--- src/design/game_pkg.sv ---
`default_nettype none

package game_pkg;

  // widths
  parameter int COORD_W = 11;  // pixel coordinates and counters
  parameter int RGB_W   = 12;  // 4:4:4 color
  parameter int LEVEL_W = 4;

  // screen geometry
  parameter int X_MIN   = 16;   // left bounce limit for the enemy left edge
  parameter int X_MAX   = 960;  // right bounce limit
  parameter int Y_LIMIT = 768;  // enemy missile leaves the screen here
  parameter int ROW_GAP = 64;   // enemy N has its top at N * ROW_GAP

  parameter int MISSILE_STEP = 8;  // pixels per frame

  // APB word addresses of the register block
  typedef enum logic [7:0] {
    REG_CTRL   = 8'h00,  // bit 0 run
    REG_COLOR  = 8'h04,  // sprite color
    REG_SPEED  = 8'h08,  // base speed in 4 bits
    REG_STATUS = 8'h0C   // read only with alive in 2:0 and level in 7:4
  } reg_addr_e;

  // per-enemy life state
  typedef enum logic {
    EN_ALIVE = 1'b0,
    EN_DEAD  = 1'b1
  } enemy_state_e;

endpackage

`default_nettype wire

--- src/design/enemy_regs.sv ---
`timescale 1ns/1ps
`default_nettype none

module enemy_regs (
  input  wire                             pclk,
  input  wire                             rst_n_i,

  // APB3 slave
  input  wire                             psel_i,
  input  wire                             penable_i,
  input  wire                             pwrite_i,
  input  wire  [7:0]                      paddr_i,
  input  wire  [31:0]                     pwdata_i,
  output logic [31:0]                     prdata_o,
  output logic                            pready_o,
  output logic                            pslverr_o,

  // status from the enemy layer
  input  wire  [2:0]                      alive_i,
  input  wire  [game_pkg::LEVEL_W-1:0]    level_i,

  // controls to the enemy layer
  output logic                            run_o,
  output logic [game_pkg::RGB_W-1:0]      color_o,
  output logic [3:0]                      speed_o
);

  logic        access;    // second cycle of a transfer
  logic        addr_ok;
  logic        ro_write;  // write aimed at the status word
  logic [31:0] rdata;

  assign access   = psel_i & penable_i;
  assign ro_write = pwrite_i & (paddr_i == game_pkg::REG_STATUS);

  // address decode and read mux
  always_comb begin
    addr_ok = 1'b1;
    rdata   = '0;
    case (paddr_i)
      game_pkg::REG_CTRL: begin
        rdata[0] = run_o;
      end
      game_pkg::REG_COLOR: begin
        rdata[game_pkg::RGB_W-1:0] = color_o;
      end
      game_pkg::REG_SPEED: begin
        rdata[3:0] = speed_o;
      end
      game_pkg::REG_STATUS: begin
        rdata[2:0] = alive_i;
        rdata[7:4] = level_i;
      end
      default: begin
        addr_ok = 1'b0;
      end
    endcase
  end

  assign prdata_o  = access ? rdata : '0;
  assign pready_o  = 1'b1;  // no wait states
  assign pslverr_o = access & (~addr_ok | ro_write);

  // writable registers update at the end of the access cycle
  always_ff @(posedge pclk) begin
    if (!rst_n_i) begin
      run_o   <= 1'b0;
      color_o <= 12'hF00;  // red
      speed_o <= 4'd1;
    end else if (access && pwrite_i && addr_ok) begin
      case (paddr_i)
        game_pkg::REG_CTRL:  run_o   <= pwdata_i[0];
        game_pkg::REG_COLOR: color_o <= pwdata_i[game_pkg::RGB_W-1:0];
        game_pkg::REG_SPEED: speed_o <= pwdata_i[3:0];
        default: begin
          // status is read only and flagged above
        end
      endcase
    end
  end

endmodule

`default_nettype wire

--- src/design/enemy_unit.sv ---
`timescale 1ns/1ps
`default_nettype none

module enemy_unit #(
  parameter int IDX        = 1,
  parameter int ENEMY_SIZE = 32
) (
  input  wire                            pclk,
  input  wire                            rst_n_i,

  // video in
  input  wire  [game_pkg::COORD_W-1:0]   vcount_i,
  input  wire                            vsync_i,
  input  wire                            vblnk_i,
  input  wire  [game_pkg::COORD_W-1:0]   hcount_i,
  input  wire                            hsync_i,
  input  wire                            hblnk_i,
  input  wire  [game_pkg::RGB_W-1:0]     rgb_i,

  // video out one stage later
  output logic [game_pkg::COORD_W-1:0]   vcount_o,
  output logic                           vsync_o,
  output logic                           vblnk_o,
  output logic [game_pkg::COORD_W-1:0]   hcount_o,
  output logic                           hsync_o,
  output logic                           hblnk_o,
  output logic [game_pkg::RGB_W-1:0]     rgb_o,

  // player missile
  input  wire  [game_pkg::COORD_W-1:0]   xpos_missile_i,
  input  wire  [game_pkg::COORD_W-1:0]   ypos_missile_i,
  input  wire                            on_missile_i,

  input  wire                            run_i,
  input  wire  [game_pkg::RGB_W-1:0]     color_i,
  input  wire  [3:0]                     speed_i,
  input  wire  [game_pkg::LEVEL_W-1:0]   level_i,
  input  wire                            respawn_i,

  output logic                           alive_o,
  output logic [game_pkg::COORD_W-1:0]   en_x_missile_o,
  output logic [game_pkg::COORD_W-1:0]   en_y_missile_o
);

  localparam int CW = game_pkg::COORD_W;

  localparam logic [CW-1:0] START_X = CW'(IDX * 200);
  localparam logic [CW-1:0] TOP_Y   = CW'(IDX * game_pkg::ROW_GAP);
  localparam logic [CW-1:0] SIZE    = CW'(ENEMY_SIZE);
  localparam logic [CW-1:0] HALF    = CW'(ENEMY_SIZE / 2);
  localparam logic [CW-1:0] X_LO    = CW'(game_pkg::X_MIN);
  localparam logic [CW-1:0] X_HI    = CW'(game_pkg::X_MAX);
  localparam logic [CW-1:0] Y_END   = CW'(game_pkg::Y_LIMIT);
  localparam logic [CW-1:0] M_STEP  = CW'(game_pkg::MISSILE_STEP);

  game_pkg::enemy_state_e state_r;

  logic [CW-1:0] x_r;          // left edge
  logic          dir_right_r;
  logic          vblnk_d;

  logic [CW-1:0] step;
  logic [CW-1:0] x_nxt;
  logic          dir_nxt;
  logic [CW-1:0] my_nxt;
  logic          frame_start;
  logic          in_row;
  logic          draw;
  logic          hit;

  assign alive_o     = (state_r == game_pkg::EN_ALIVE);
  assign frame_start = vblnk_i & ~vblnk_d;  // rising edge of vblnk
  assign step        = CW'(speed_i) + CW'(level_i);
  assign my_nxt      = en_y_missile_o + M_STEP;

  assign in_row = (vcount_i >= TOP_Y) && (vcount_i < TOP_Y + SIZE);
  assign draw   = alive_o && in_row && (hcount_i >= x_r) && (hcount_i < x_r + SIZE);

  // player missile point inside the live square
  assign hit = on_missile_i && alive_o &&
               (xpos_missile_i >= x_r) && (xpos_missile_i < x_r + SIZE) &&
               (ypos_missile_i >= TOP_Y) && (ypos_missile_i < TOP_Y + SIZE);

  // horizontal step with bounce and clamp
  always_comb begin
    x_nxt   = x_r + step;
    dir_nxt = dir_right_r;
    if (dir_right_r) begin
      if (x_r + step > X_HI) begin
        x_nxt   = X_HI;
        dir_nxt = 1'b0;
      end
    end else begin
      x_nxt = x_r - step;
      if (x_r < X_LO + step) begin
        x_nxt   = X_LO;
        dir_nxt = 1'b1;
      end
    end
  end

  always_ff @(posedge pclk) begin
    if (!rst_n_i) begin
      vblnk_d <= 1'b0;
    end else begin
      vblnk_d <= vblnk_i;
    end
  end

  // position, life and missile
  always_ff @(posedge pclk) begin
    if (!rst_n_i || respawn_i) begin
      state_r        <= game_pkg::EN_ALIVE;
      x_r            <= START_X;
      dir_right_r    <= 1'b1;
      en_x_missile_o <= START_X + HALF;  // loaded at the centre
      en_y_missile_o <= TOP_Y + SIZE;    // bottom edge
    end else begin
      if (hit) begin
        state_r <= game_pkg::EN_DEAD;
      end
      if (frame_start && run_i) begin
        x_r         <= x_nxt;
        dir_right_r <= dir_nxt;
        if (my_nxt >= Y_END) begin
          en_x_missile_o <= x_r + HALF;  // reload
          en_y_missile_o <= TOP_Y + SIZE;
        end else begin
          en_y_missile_o <= my_nxt;
        end
      end
    end
  end

  // video stage
  always_ff @(posedge pclk) begin
    vcount_o <= vcount_i;
    vsync_o  <= vsync_i;
    vblnk_o  <= vblnk_i;
    hcount_o <= hcount_i;
    hsync_o  <= hsync_i;
    hblnk_o  <= hblnk_i;
    rgb_o    <= draw ? color_i : rgb_i;
  end

endmodule

`default_nettype wire

--- src/design/level_ctrl.sv ---
`timescale 1ns/1ps
`default_nettype none

module level_ctrl (
  input  wire                            pclk,
  input  wire                            rst_n_i,
  input  wire  [2:0]                     alive_i,
  output logic [game_pkg::LEVEL_W-1:0]   level_o,
  output logic                           respawn_o
);

  localparam logic [game_pkg::LEVEL_W-1:0] LEVEL_TOP = '1;

  logic wave_clear;

  // alive bits stay low for one more cycle after the pulse,
  // so the pulse itself blocks a second one
  assign wave_clear = (alive_i == 3'b000) && !respawn_o;

  always_ff @(posedge pclk) begin
    if (!rst_n_i) begin
      level_o   <= '0;
      respawn_o <= 1'b0;
    end else begin
      respawn_o <= wave_clear;
      if (wave_clear && level_o != LEVEL_TOP) begin
        level_o <= level_o + 1'b1;  // saturates at 15
      end
    end
  end

endmodule

`default_nettype wire

--- src/design/enemy_layer.sv ---
`timescale 1ns/1ps
`default_nettype none

module enemy_layer #(
  parameter int ENEMY_SIZE = 32
) (
  input  wire                            pclk,
  input  wire                            rst_n_i,

  input  wire  [game_pkg::COORD_W-1:0]   vcount_i,
  input  wire                            vsync_i,
  input  wire                            vblnk_i,
  input  wire  [game_pkg::COORD_W-1:0]   hcount_i,
  input  wire                            hsync_i,
  input  wire                            hblnk_i,
  input  wire  [game_pkg::RGB_W-1:0]     rgb_i,

  output logic [game_pkg::COORD_W-1:0]   vcount_o,
  output logic                           vsync_o,
  output logic                           vblnk_o,
  output logic [game_pkg::COORD_W-1:0]   hcount_o,
  output logic                           hsync_o,
  output logic                           hblnk_o,
  output logic [game_pkg::RGB_W-1:0]     rgb_o,

  input  wire  [game_pkg::COORD_W-1:0]   xpos_missile_i,
  input  wire  [game_pkg::COORD_W-1:0]   ypos_missile_i,
  input  wire                            on_missile_i,

  input  wire                            run_i,
  input  wire  [game_pkg::RGB_W-1:0]     color_i,
  input  wire  [3:0]                     speed_i,

  output logic [2:0]                     alive_o,
  output logic [game_pkg::LEVEL_W-1:0]   level_o,

  output logic [game_pkg::COORD_W-1:0]   en1_x_missile_o,
  output logic [game_pkg::COORD_W-1:0]   en1_y_missile_o,
  output logic [game_pkg::COORD_W-1:0]   en2_x_missile_o,
  output logic [game_pkg::COORD_W-1:0]   en2_y_missile_o,
  output logic [game_pkg::COORD_W-1:0]   en3_x_missile_o,
  output logic [game_pkg::COORD_W-1:0]   en3_y_missile_o
);

  logic respawn;

  // unit 1 to unit 2
  logic [game_pkg::COORD_W-1:0] vcount_1, hcount_1;
  logic                         vsync_1, vblnk_1, hsync_1, hblnk_1;
  logic [game_pkg::RGB_W-1:0]   rgb_1;

  // unit 2 to unit 3
  logic [game_pkg::COORD_W-1:0] vcount_2, hcount_2;
  logic                         vsync_2, vblnk_2, hsync_2, hblnk_2;
  logic [game_pkg::RGB_W-1:0]   rgb_2;

  enemy_unit #(.IDX(1), .ENEMY_SIZE(ENEMY_SIZE)) enemy_1 (
    .pclk(pclk), .rst_n_i(rst_n_i),
    .vcount_i(vcount_i), .vsync_i(vsync_i), .vblnk_i(vblnk_i),
    .hcount_i(hcount_i), .hsync_i(hsync_i), .hblnk_i(hblnk_i), .rgb_i(rgb_i),
    .vcount_o(vcount_1), .vsync_o(vsync_1), .vblnk_o(vblnk_1),
    .hcount_o(hcount_1), .hsync_o(hsync_1), .hblnk_o(hblnk_1), .rgb_o(rgb_1),
    .xpos_missile_i(xpos_missile_i), .ypos_missile_i(ypos_missile_i),
    .on_missile_i(on_missile_i),
    .run_i(run_i), .color_i(color_i), .speed_i(speed_i),
    .level_i(level_o), .respawn_i(respawn),
    .alive_o(alive_o[0]),
    .en_x_missile_o(en1_x_missile_o), .en_y_missile_o(en1_y_missile_o)
  );

  enemy_unit #(.IDX(2), .ENEMY_SIZE(ENEMY_SIZE)) enemy_2 (
    .pclk(pclk), .rst_n_i(rst_n_i),
    .vcount_i(vcount_1), .vsync_i(vsync_1), .vblnk_i(vblnk_1),
    .hcount_i(hcount_1), .hsync_i(hsync_1), .hblnk_i(hblnk_1), .rgb_i(rgb_1),
    .vcount_o(vcount_2), .vsync_o(vsync_2), .vblnk_o(vblnk_2),
    .hcount_o(hcount_2), .hsync_o(hsync_2), .hblnk_o(hblnk_2), .rgb_o(rgb_2),
    .xpos_missile_i(xpos_missile_i), .ypos_missile_i(ypos_missile_i),
    .on_missile_i(on_missile_i),
    .run_i(run_i), .color_i(color_i), .speed_i(speed_i),
    .level_i(level_o), .respawn_i(respawn),
    .alive_o(alive_o[1]),
    .en_x_missile_o(en2_x_missile_o), .en_y_missile_o(en2_y_missile_o)
  );

  // last stage drives the layer outputs
  enemy_unit #(.IDX(3), .ENEMY_SIZE(ENEMY_SIZE)) enemy_3 (
    .pclk(pclk), .rst_n_i(rst_n_i),
    .vcount_i(vcount_2), .vsync_i(vsync_2), .vblnk_i(vblnk_2),
    .hcount_i(hcount_2), .hsync_i(hsync_2), .hblnk_i(hblnk_2), .rgb_i(rgb_2),
    .vcount_o(vcount_o), .vsync_o(vsync_o), .vblnk_o(vblnk_o),
    .hcount_o(hcount_o), .hsync_o(hsync_o), .hblnk_o(hblnk_o), .rgb_o(rgb_o),
    .xpos_missile_i(xpos_missile_i), .ypos_missile_i(ypos_missile_i),
    .on_missile_i(on_missile_i),
    .run_i(run_i), .color_i(color_i), .speed_i(speed_i),
    .level_i(level_o), .respawn_i(respawn),
    .alive_o(alive_o[2]),
    .en_x_missile_o(en3_x_missile_o), .en_y_missile_o(en3_y_missile_o)
  );

  level_ctrl level_ctrl_i (
    .pclk(pclk),
    .rst_n_i(rst_n_i),
    .alive_i(alive_o),
    .level_o(level_o),
    .respawn_o(respawn)  // back to all three units
  );

endmodule

`default_nettype wire

--- src/design/enemy_top.sv ---
`timescale 1ns/1ps
`default_nettype none

module enemy_top #(
  parameter int ENEMY_SIZE = 32
) (
  input  wire                            pclk,
  input  wire                            rst_n_i,

  // APB3
  input  wire                            psel_i,
  input  wire                            penable_i,
  input  wire                            pwrite_i,
  input  wire  [7:0]                     paddr_i,
  input  wire  [31:0]                    pwdata_i,
  output logic [31:0]                    prdata_o,
  output logic                           pready_o,
  output logic                           pslverr_o,

  // video
  input  wire  [game_pkg::COORD_W-1:0]   vcount_i,
  input  wire                            vsync_i,
  input  wire                            vblnk_i,
  input  wire  [game_pkg::COORD_W-1:0]   hcount_i,
  input  wire                            hsync_i,
  input  wire                            hblnk_i,
  input  wire  [game_pkg::RGB_W-1:0]     rgb_i,
  output logic [game_pkg::COORD_W-1:0]   vcount_o,
  output logic                           vsync_o,
  output logic                           vblnk_o,
  output logic [game_pkg::COORD_W-1:0]   hcount_o,
  output logic                           hsync_o,
  output logic                           hblnk_o,
  output logic [game_pkg::RGB_W-1:0]     rgb_o,

  // player missile
  input  wire  [game_pkg::COORD_W-1:0]   xpos_missile_i,
  input  wire  [game_pkg::COORD_W-1:0]   ypos_missile_i,
  input  wire                            on_missile_i,

  output logic [game_pkg::COORD_W-1:0]   en1_x_missile_o,
  output logic [game_pkg::COORD_W-1:0]   en1_y_missile_o,
  output logic [game_pkg::COORD_W-1:0]   en2_x_missile_o,
  output logic [game_pkg::COORD_W-1:0]   en2_y_missile_o,
  output logic [game_pkg::COORD_W-1:0]   en3_x_missile_o,
  output logic [game_pkg::COORD_W-1:0]   en3_y_missile_o,
  output logic [game_pkg::LEVEL_W-1:0]   level_o
);

  logic                       run;
  logic [game_pkg::RGB_W-1:0] color;
  logic [3:0]                 speed;
  logic [2:0]                 alive;

  enemy_regs regs_i (
    .pclk(pclk), .rst_n_i(rst_n_i),
    .psel_i(psel_i), .penable_i(penable_i), .pwrite_i(pwrite_i),
    .paddr_i(paddr_i), .pwdata_i(pwdata_i), .prdata_o(prdata_o),
    .pready_o(pready_o), .pslverr_o(pslverr_o),
    .alive_i(alive), .level_i(level_o),  // status readback
    .run_o(run), .color_o(color), .speed_o(speed)
  );

  enemy_layer #(.ENEMY_SIZE(ENEMY_SIZE)) layer_i (
    .pclk(pclk), .rst_n_i(rst_n_i),
    .vcount_i(vcount_i), .vsync_i(vsync_i), .vblnk_i(vblnk_i),
    .hcount_i(hcount_i), .hsync_i(hsync_i), .hblnk_i(hblnk_i), .rgb_i(rgb_i),
    .vcount_o(vcount_o), .vsync_o(vsync_o), .vblnk_o(vblnk_o),
    .hcount_o(hcount_o), .hsync_o(hsync_o), .hblnk_o(hblnk_o), .rgb_o(rgb_o),
    .xpos_missile_i(xpos_missile_i), .ypos_missile_i(ypos_missile_i),
    .on_missile_i(on_missile_i),
    .run_i(run), .color_i(color), .speed_i(speed),
    .alive_o(alive), .level_o(level_o),
    .en1_x_missile_o(en1_x_missile_o), .en1_y_missile_o(en1_y_missile_o),
    .en2_x_missile_o(en2_x_missile_o), .en2_y_missile_o(en2_y_missile_o),
    .en3_x_missile_o(en3_x_missile_o), .en3_y_missile_o(en3_y_missile_o)
  );

endmodule

`default_nettype wire

--- config.mk ---
export PLATFORM = sky130hd
export DESIGN_NAME = enemy_top
export DESIGN_NICKNAME = d
export VERILOG_FILES = /design/src/design/game_pkg.sv /design/src/design/enemy_regs.sv /design/src/design/enemy_unit.sv /design/src/design/level_ctrl.sv /design/src/design/enemy_layer.sv /design/src/design/enemy_top.sv
export SDC_FILE = /design/constraint.sdc
export NUM_CORES = 1
export LEC_CHECK = 0
export BUFFER_PORTS_ARGS = -buffer_cell sky130_fd_sc_hd__buf_2
export CAP_MARGIN = 40
export CORE_MARGIN = 2
export CORE_UTILIZATION = 57
export CTS_CLUSTER_DIAMETER = 80
export CTS_CLUSTER_SIZE = 40
export DETAILED_ROUTE_END_ITERATION = 6
export PLACE_DENSITY = 0.81
export SYNTH_ARGS = -nofsm -noshare
export SYNTH_HDL_FRONTEND = slang
export SYNTH_SLANG_ARGS = --single-unit
--- constraint.sdc ---
create_clock -name pclk -period 4.75 [get_ports pclk]
set_clock_uncertainty 0.2 [all_clocks]
set_input_delay 0.2375 -clock pclk [delete_from_list [all_inputs] [get_ports pclk]]
set_output_delay 0.2375 -clock pclk [all_outputs]
set_load 0.005 [all_outputs]
# Yosys cells after proc, flatten, opt, wreduce, memory -nomap -nowiden
# Cells that the tools add are included.
# classes
muxes	31
addsub	18
reduce_logical	46
n_eq_ne	4
n_lt_le_gt_ge	33
n_shift	0
bitwise_logic	14
mul	0
div	0
# op_table
cell	count
11-bit 2-to-1 mux	12
11-bit less-than comparator	8
11-bit greater-or-equal comparator	6
12-bit 2-to-1 mux	4
11-bit by 8-bit greater-or-equal comparator with 1-bit output (second input constant)	4
11-bit by 8-bit less-than comparator with 1-bit output (second input constant)	4
1-bit logical AND	34
11-bit by 4-bit adder with 11-bit output (second input constant)	3
11-bit by 5-bit adder with 11-bit output (second input constant)	3
11-bit by 6-bit adder with 11-bit output (second input constant)	3
11-bit by 10-bit greater-or-equal comparator with 1-bit output (second input constant)	3
11-bit by 10-bit > comparator with 1-bit output (second input constant)	3
11-bit adder	2
11-bit by 7-bit greater-or-equal comparator with 1-bit output (second input constant)	2
11-bit by 7-bit less-than comparator with 1-bit output (second input constant)	2
11-bit subtractor	2
8-bit by 4-bit equality test with 1-bit output (second input constant)	2
2-bit AND reduction	6
11-bit by 5-bit adder with 11-bit output	1
11-bit by 6-bit less-than comparator with 1-bit output	1
11-bit by 5-bit subtractor with 11-bit output	1
1-bit 2-to-1 mux	10
8-bit by 3-bit equality test with 1-bit output (second input constant)	1
8-bit logical NOT	1
16 further kinds	28
# word_totals
reg_bits	244
mem_count	0
latch_bits	0
wordCells	190
out_inout_bits	142
mem_bits_ro	0
input_bits	106
ram_bits	0

# Depth between registers and ports, before layout
# depth
depth_word	6
depth_mapped	14
ltp_nobuf	13

# Modules after synthesis
# From an unflattened synthesis, not the netlist that was laid out.
# hier_totals
hier_cells	1533
hier_area_um2	14232.4
# modules_own_cells
mod	area_per_inst_um2	seq_area_each_um2	instances	cells_each
enemy_unit (layer_i.enemy_1)	4344.2	1421.4	1	456
enemy_unit (layer_i.enemy_2)	4326.6	1421.4	1	464
enemy_unit (layer_i.enemy_3)	4199.0	1421.4	1	456
enemy_regs	1142.3	340.3	1	132
level_ctrl	220.2	100.1	1	25

# Worst setup path before layout
# OpenSTA, ideal clock, no wires.
# synth_timing
kind	reg2reg
from	reg layer_i.level_ctrl_i.level_o[0] (netlist name)
to	reg layer_i.enemy_2.x_r[0]
slack_ps	1246
required_ps	4454
t_arrival_ps	3209
stages_incl_launch_ff	11
synth_period_minus_slack_ps	3504
n_path_buf	0
setup_time_ps	96
path_cell_list	dfxtp_1 > ha_1 > fa_1 > xor2_1 > ha_1 > xor2_1 > or4b_1 > o41ai_2 > nor3_1 > o31a_1 > o41ai_2
# synth_via
elab_chain_cells	5
word_cells_on_any_way	9
classes_between	add/sub (4); order compare (2); mux (3)
# synth_rtl
item	line	rtl
start, declared	level_ctrl.sv:8	output logic [game_pkg::LEVEL_W-1:0] level_o,
start signal, assigned	level_ctrl.sv:27	level_o <= level_o + 1'b1;
4-bit by 4-bit adder with 5-bit output (*)	enemy_unit.sv:73	assign step = CW'(speed_i) + CW'(level_i);
11-bit adder or 5-bit by 5-bit adder with 6-bit output (tied branches)	enemy_unit.sv:86, enemy_unit.sv:89, enemy_unit.sv:95	
11-bit by 10-bit > comparator with 1-bit output or 11-bit less-than comparator (tied branches)	enemy_unit.sv:89, enemy_unit.sv:95	
11-bit 2-to-1 mux, on equally long branches	enemy_unit.sv:89, enemy_unit.sv:95	
11-bit 2-to-1 mux (*)	enemy_unit.sv:88	if (dir_right_r) begin
end signal, assigned	enemy_unit.sv:123	x_r <= x_nxt;
end, declared	enemy_unit.sv:58	logic [CW-1:0] x_r;
# Mark *: on every way between the ends. The rest lies on a longest branch, timed or not.
# A chain may end at the register's enable or synchronous reset.

# Final worst setup path
# layout_timing
from	reg layer_i.level_ctrl_i.level_o[1] (netlist name)
to	reg layer_i.enemy_2.dir_right_r
# layout_via
elab_chain_cells	5
word_cells_on_any_way	8
classes_between	add/sub (3); order compare (2); mux (3)
# layout_rtl
item	line	rtl
4-bit by 4-bit adder with 5-bit output (*)	enemy_unit.sv:73	
11-bit adder or 5-bit by 5-bit adder with 6-bit output (tied branches)	enemy_unit.sv:89, enemy_unit.sv:95	
11-bit by 10-bit > comparator with 1-bit output or 11-bit less-than comparator (tied branches)	enemy_unit.sv:89, enemy_unit.sv:95	
1-bit 2-to-1 mux, on equally long branches	enemy_unit.sv:89, enemy_unit.sv:95	
1-bit 2-to-1 mux (*)	enemy_unit.sv:88	
end signal, assigned	enemy_unit.sv:124	dir_right_r <= dir_nxt;
end, declared	enemy_unit.sv:59	logic dir_right_r;
# Marks and branches as above.

==> metrics <==
antenna violations before repair 0; clock-pin slew of the registers on the worst-case setup and hold paths ~0.12 ns; largest cells by area after synthesis dfxtp_1, ha_1, xnor2_1; total track usage between 20% and 30%; Crit Path Max Fanout 11; I/O Buffers around 190; post-route setup TNS 0 ns; Synth Instances ~1500; DIE WIDTH 158 um; clock sink total about 240; crit share post-route 87.6%; num rows 56; drt first pass iters 7; Hold Slack approximately 0.07 ns; Initial DRC Count between 1000 and 1500; Antenna Nets Post-Route 0; Die Area ~25000 sq um; H-tree depth 1; maximum vdd drop 0.287 mV; critical path class reg -> reg; remaining global-route overflow 0; WHS Path Cells 6; synth warn 0; routability congestion estimate between 0.9 and 1; # IOs between 200 and 250; endpoint class of the critical path flip-flop; Hold Path End layer_i.enemy_1.state_r$_SDFFE_PP0P_; Final min period 4.16 ns; share of the synthesized area in the top cell type around a third; DP HPWL about 28 mm; post-CTS sizing 0; Seq/Total Area, Yosys between 30% and 40%; CP Launch Type flip-flop; CP required approximately 5 ns; reg2reg start layer_i.level_ctrl_i.level_o[1]$_SDFFE_PN0P_; synthesized flop and latch total around 240; TritonCTS clock tree yes; Clock Path Buffers 3; Filler cells between 1500 and 2000; count of nets after finishing around 2000; first-pass GRT wire length around 60 mm; flop2flop setup slack 0.59 ns; DR vias about 12000; outcome finished, final reports clean; vias in the first global route 11600; Clock Latency Late Sink 0.51 ns; drt drc 0; ys async rst share 0%; RSZ-0062 raised after global routing false; post-synth cell types 80; slew margin rel. between 40 and 50%; Post-synth EDFFs 0; via/cell ratio about 6.0; crit path DAT about 4.3 ns; dpl ws approximately 0.66 ns; most common flop cell mapped by yosys dfxtp_1; slew at the pin closest to its max-slew limit just under 0.9 ns; reg2reg path depth 13; R2R Path End layer_i.enemy_2.dir_right_r$_SDFFE_PP1P_; Post-Route Utilization between 60% and 70%; Final Setup Violations 0; WL per Instance between 15 and 20 um; cell taking the most area after synthesis dfxtp_1; Peak Freq ~240 MHz; Starting Density roughly 58%; largest net degree at the start of global routing 39; post-CTS setup buffers 0; Hold Path Origin ypos_missile_i[7]; HP Class in -> reg; clock root cell clkbuf_16; Pleak 7.06 nW; final hold vios 0; Core ar. between 20000 and 25000 sq um; Slew Limit Fails 0; MaxCap Viol Count 0; syn avg cell area ~9 sq um; Power Dens Cells around 240 nW/um^2; Detailed Route WL approximately 39 mm; final worst slack approximately 0.6 ns; Die Height 158 um; share of cells above drive strength 1 16.1%; CTS buffer count 15; mapped cell area 13500 sq um; synth-to-layout area growth 16.5%
[repair_timing]
action | in CTS | in global routing
hold buffers | 57 | 0
hold endpoints to repair | 58 | 0
endpoints found under the setup margin | 0 | 0
[layer usage]
metal	global-route usage, %	wire length (um)	part of all wire [%]
met2	51.6	18500	48
met1	37.3	15500	40
met3	4.19	3020	7.8
met4	11.9	1640	4.2
met5	0	0	0
[cell usage in the layout (no fill, tap or decap), types with 24 or more instances in the layout]
master           n
a21o_1          24
a21oi_1         84
and3_1          27
buf_2          192
conb_1          30
dfxtp_1        235
dlygate4sd3_1   57
ha_1           158
inv_1           77
mux2_2          24
nand2_1        122
nand3_1         41
nand4_1         32
nor2_1         109
o211ai_1        24
o21ai_0         51
xnor2_1         61
[cell families (layout without fill, tap and decap cells)]
group                      after synthesis  after routing  share of synthesized area, %
xor gates and xnor gates                77             77                          4.98
muxes                                   48             48                          3.87
DFF                                    235            235                          34.8
AOI/OAI and AO/OA                      353            353                          17.5
and+or+nand+nor                        461            461                          17.3
other                                    2             32                        0.0555
adders and majority gates              165            165                          15.6
buffers and inverters                  174            368                          5.90
[worst max-delay path, cell delays in order, from the launching register on]
cell and delay [ns]:
dfxtp_1 0.49, ha_1 0.29, a21o_1 0.17, a21oi_1 0.18, xnor2_1 0.35, ha_1 0.52
a21o_1 0.26, a311oi_1 0.28, buf_4 0.18, nor3b_1 0.05, xnor2_1 0.19, or3_1 0.52
a221oi_1 0.27, nand2_1 0.08
[sequential cells by signal, indices dropped and copies added, names as in the netlist, 12 cells and up]
register / cells
layer_i.enemy_3.rgb_o: 12
regs_i.color_o: 12
layer_i.enemy_2.rgb_o: 12
layer_i.enemy_1.rgb_o: 12
[cell type report]
type / count / area (sq um) / area share, %
well taps: 319 / 399 / 2.53
repair buffers: 264 / 1660 / 10.5
flip-flops and latches: 235 / 4700 / 29.8
inverters: 80 / 300 / 1.90
multi-input cells: 1134 / 8160 / 51.7
clock inverters: 9 / 165 / 1.05
diodes: 2 / 5.00 / 0.0317
clock buffers: 15 / 375 / 2.38
[report_power, final]
group          leakage, nW  total [W]  switching, W  internal, W
clock network        0.256    0.00147      0.000822     0.000653
registers             1.94    0.00205     0.0000238      0.00203
logic                 4.87   0.000292      0.000152     0.000141
total                 7.06    0.00382      0.000997      0.00282
[synth_stat cells, drive strengths merged, types with 7 or more instances]
cell type  count
o31ai         11
a211oi        19
clkbuf        46
nor2b         22
a21o          24
nor3          23
a22oi         16
a31oi         22
nand2        123
buf           48
nor2         109
nand3         41
nand4         32
o21a          10
a21boi        11
or4            7
xor2          16
mux2i         22
nor4          11
o211ai        24
dfxtp        235
nor3b         20
ha           158
xnor2         61
and2          11
mux2          25
fa             7
and3          27
o21bai         8
inv           78
a21oi         84
o21ai         65
[how the worst max path moves through the flow]
stage / startpoint / end / cells past startpoint
2_1_floorplan: layer_i.level_ctrl_i.level_o[0]$_SDFFE_PN0P_ / layer_i.enemy_2.x_r[0]$_SDFFE_PP0P_ / 10
3_3_place_gp: layer_i.level_ctrl_i.level_o[1]$_SDFFE_PN0P_ / layer_i.enemy_2.dir_right_r$_SDFFE_PP1P_ / 13
3_5_place_dp: layer_i.level_ctrl_i.level_o[1]$_SDFFE_PN0P_ / layer_i.enemy_2.dir_right_r$_SDFFE_PP1P_ / 13
4_1_cts: layer_i.level_ctrl_i.level_o[1]$_SDFFE_PN0P_ / layer_i.enemy_2.dir_right_r$_SDFFE_PP1P_ / 13
5_1_grt: layer_i.level_ctrl_i.level_o[1]$_SDFFE_PN0P_ / layer_i.enemy_2.dir_right_r$_SDFFE_PP1P_ / 13
6_report: layer_i.level_ctrl_i.level_o[1]$_SDFFE_PN0P_ / layer_i.enemy_2.dir_right_r$_SDFFE_PP1P_ / 13
[stage by stage]
step	cells	total power (W)	cell area, sq um
after detailed placement	1975	0.00235	14600
after floorplan	1543	0.00224	13600
after global placement	1973	0.00233	14600
after global routing	2056	0.00396	15800
final	2058	0.00382	15800
after CTS	2056	0.00384	15800
Power figures use the tool's default switching activity.
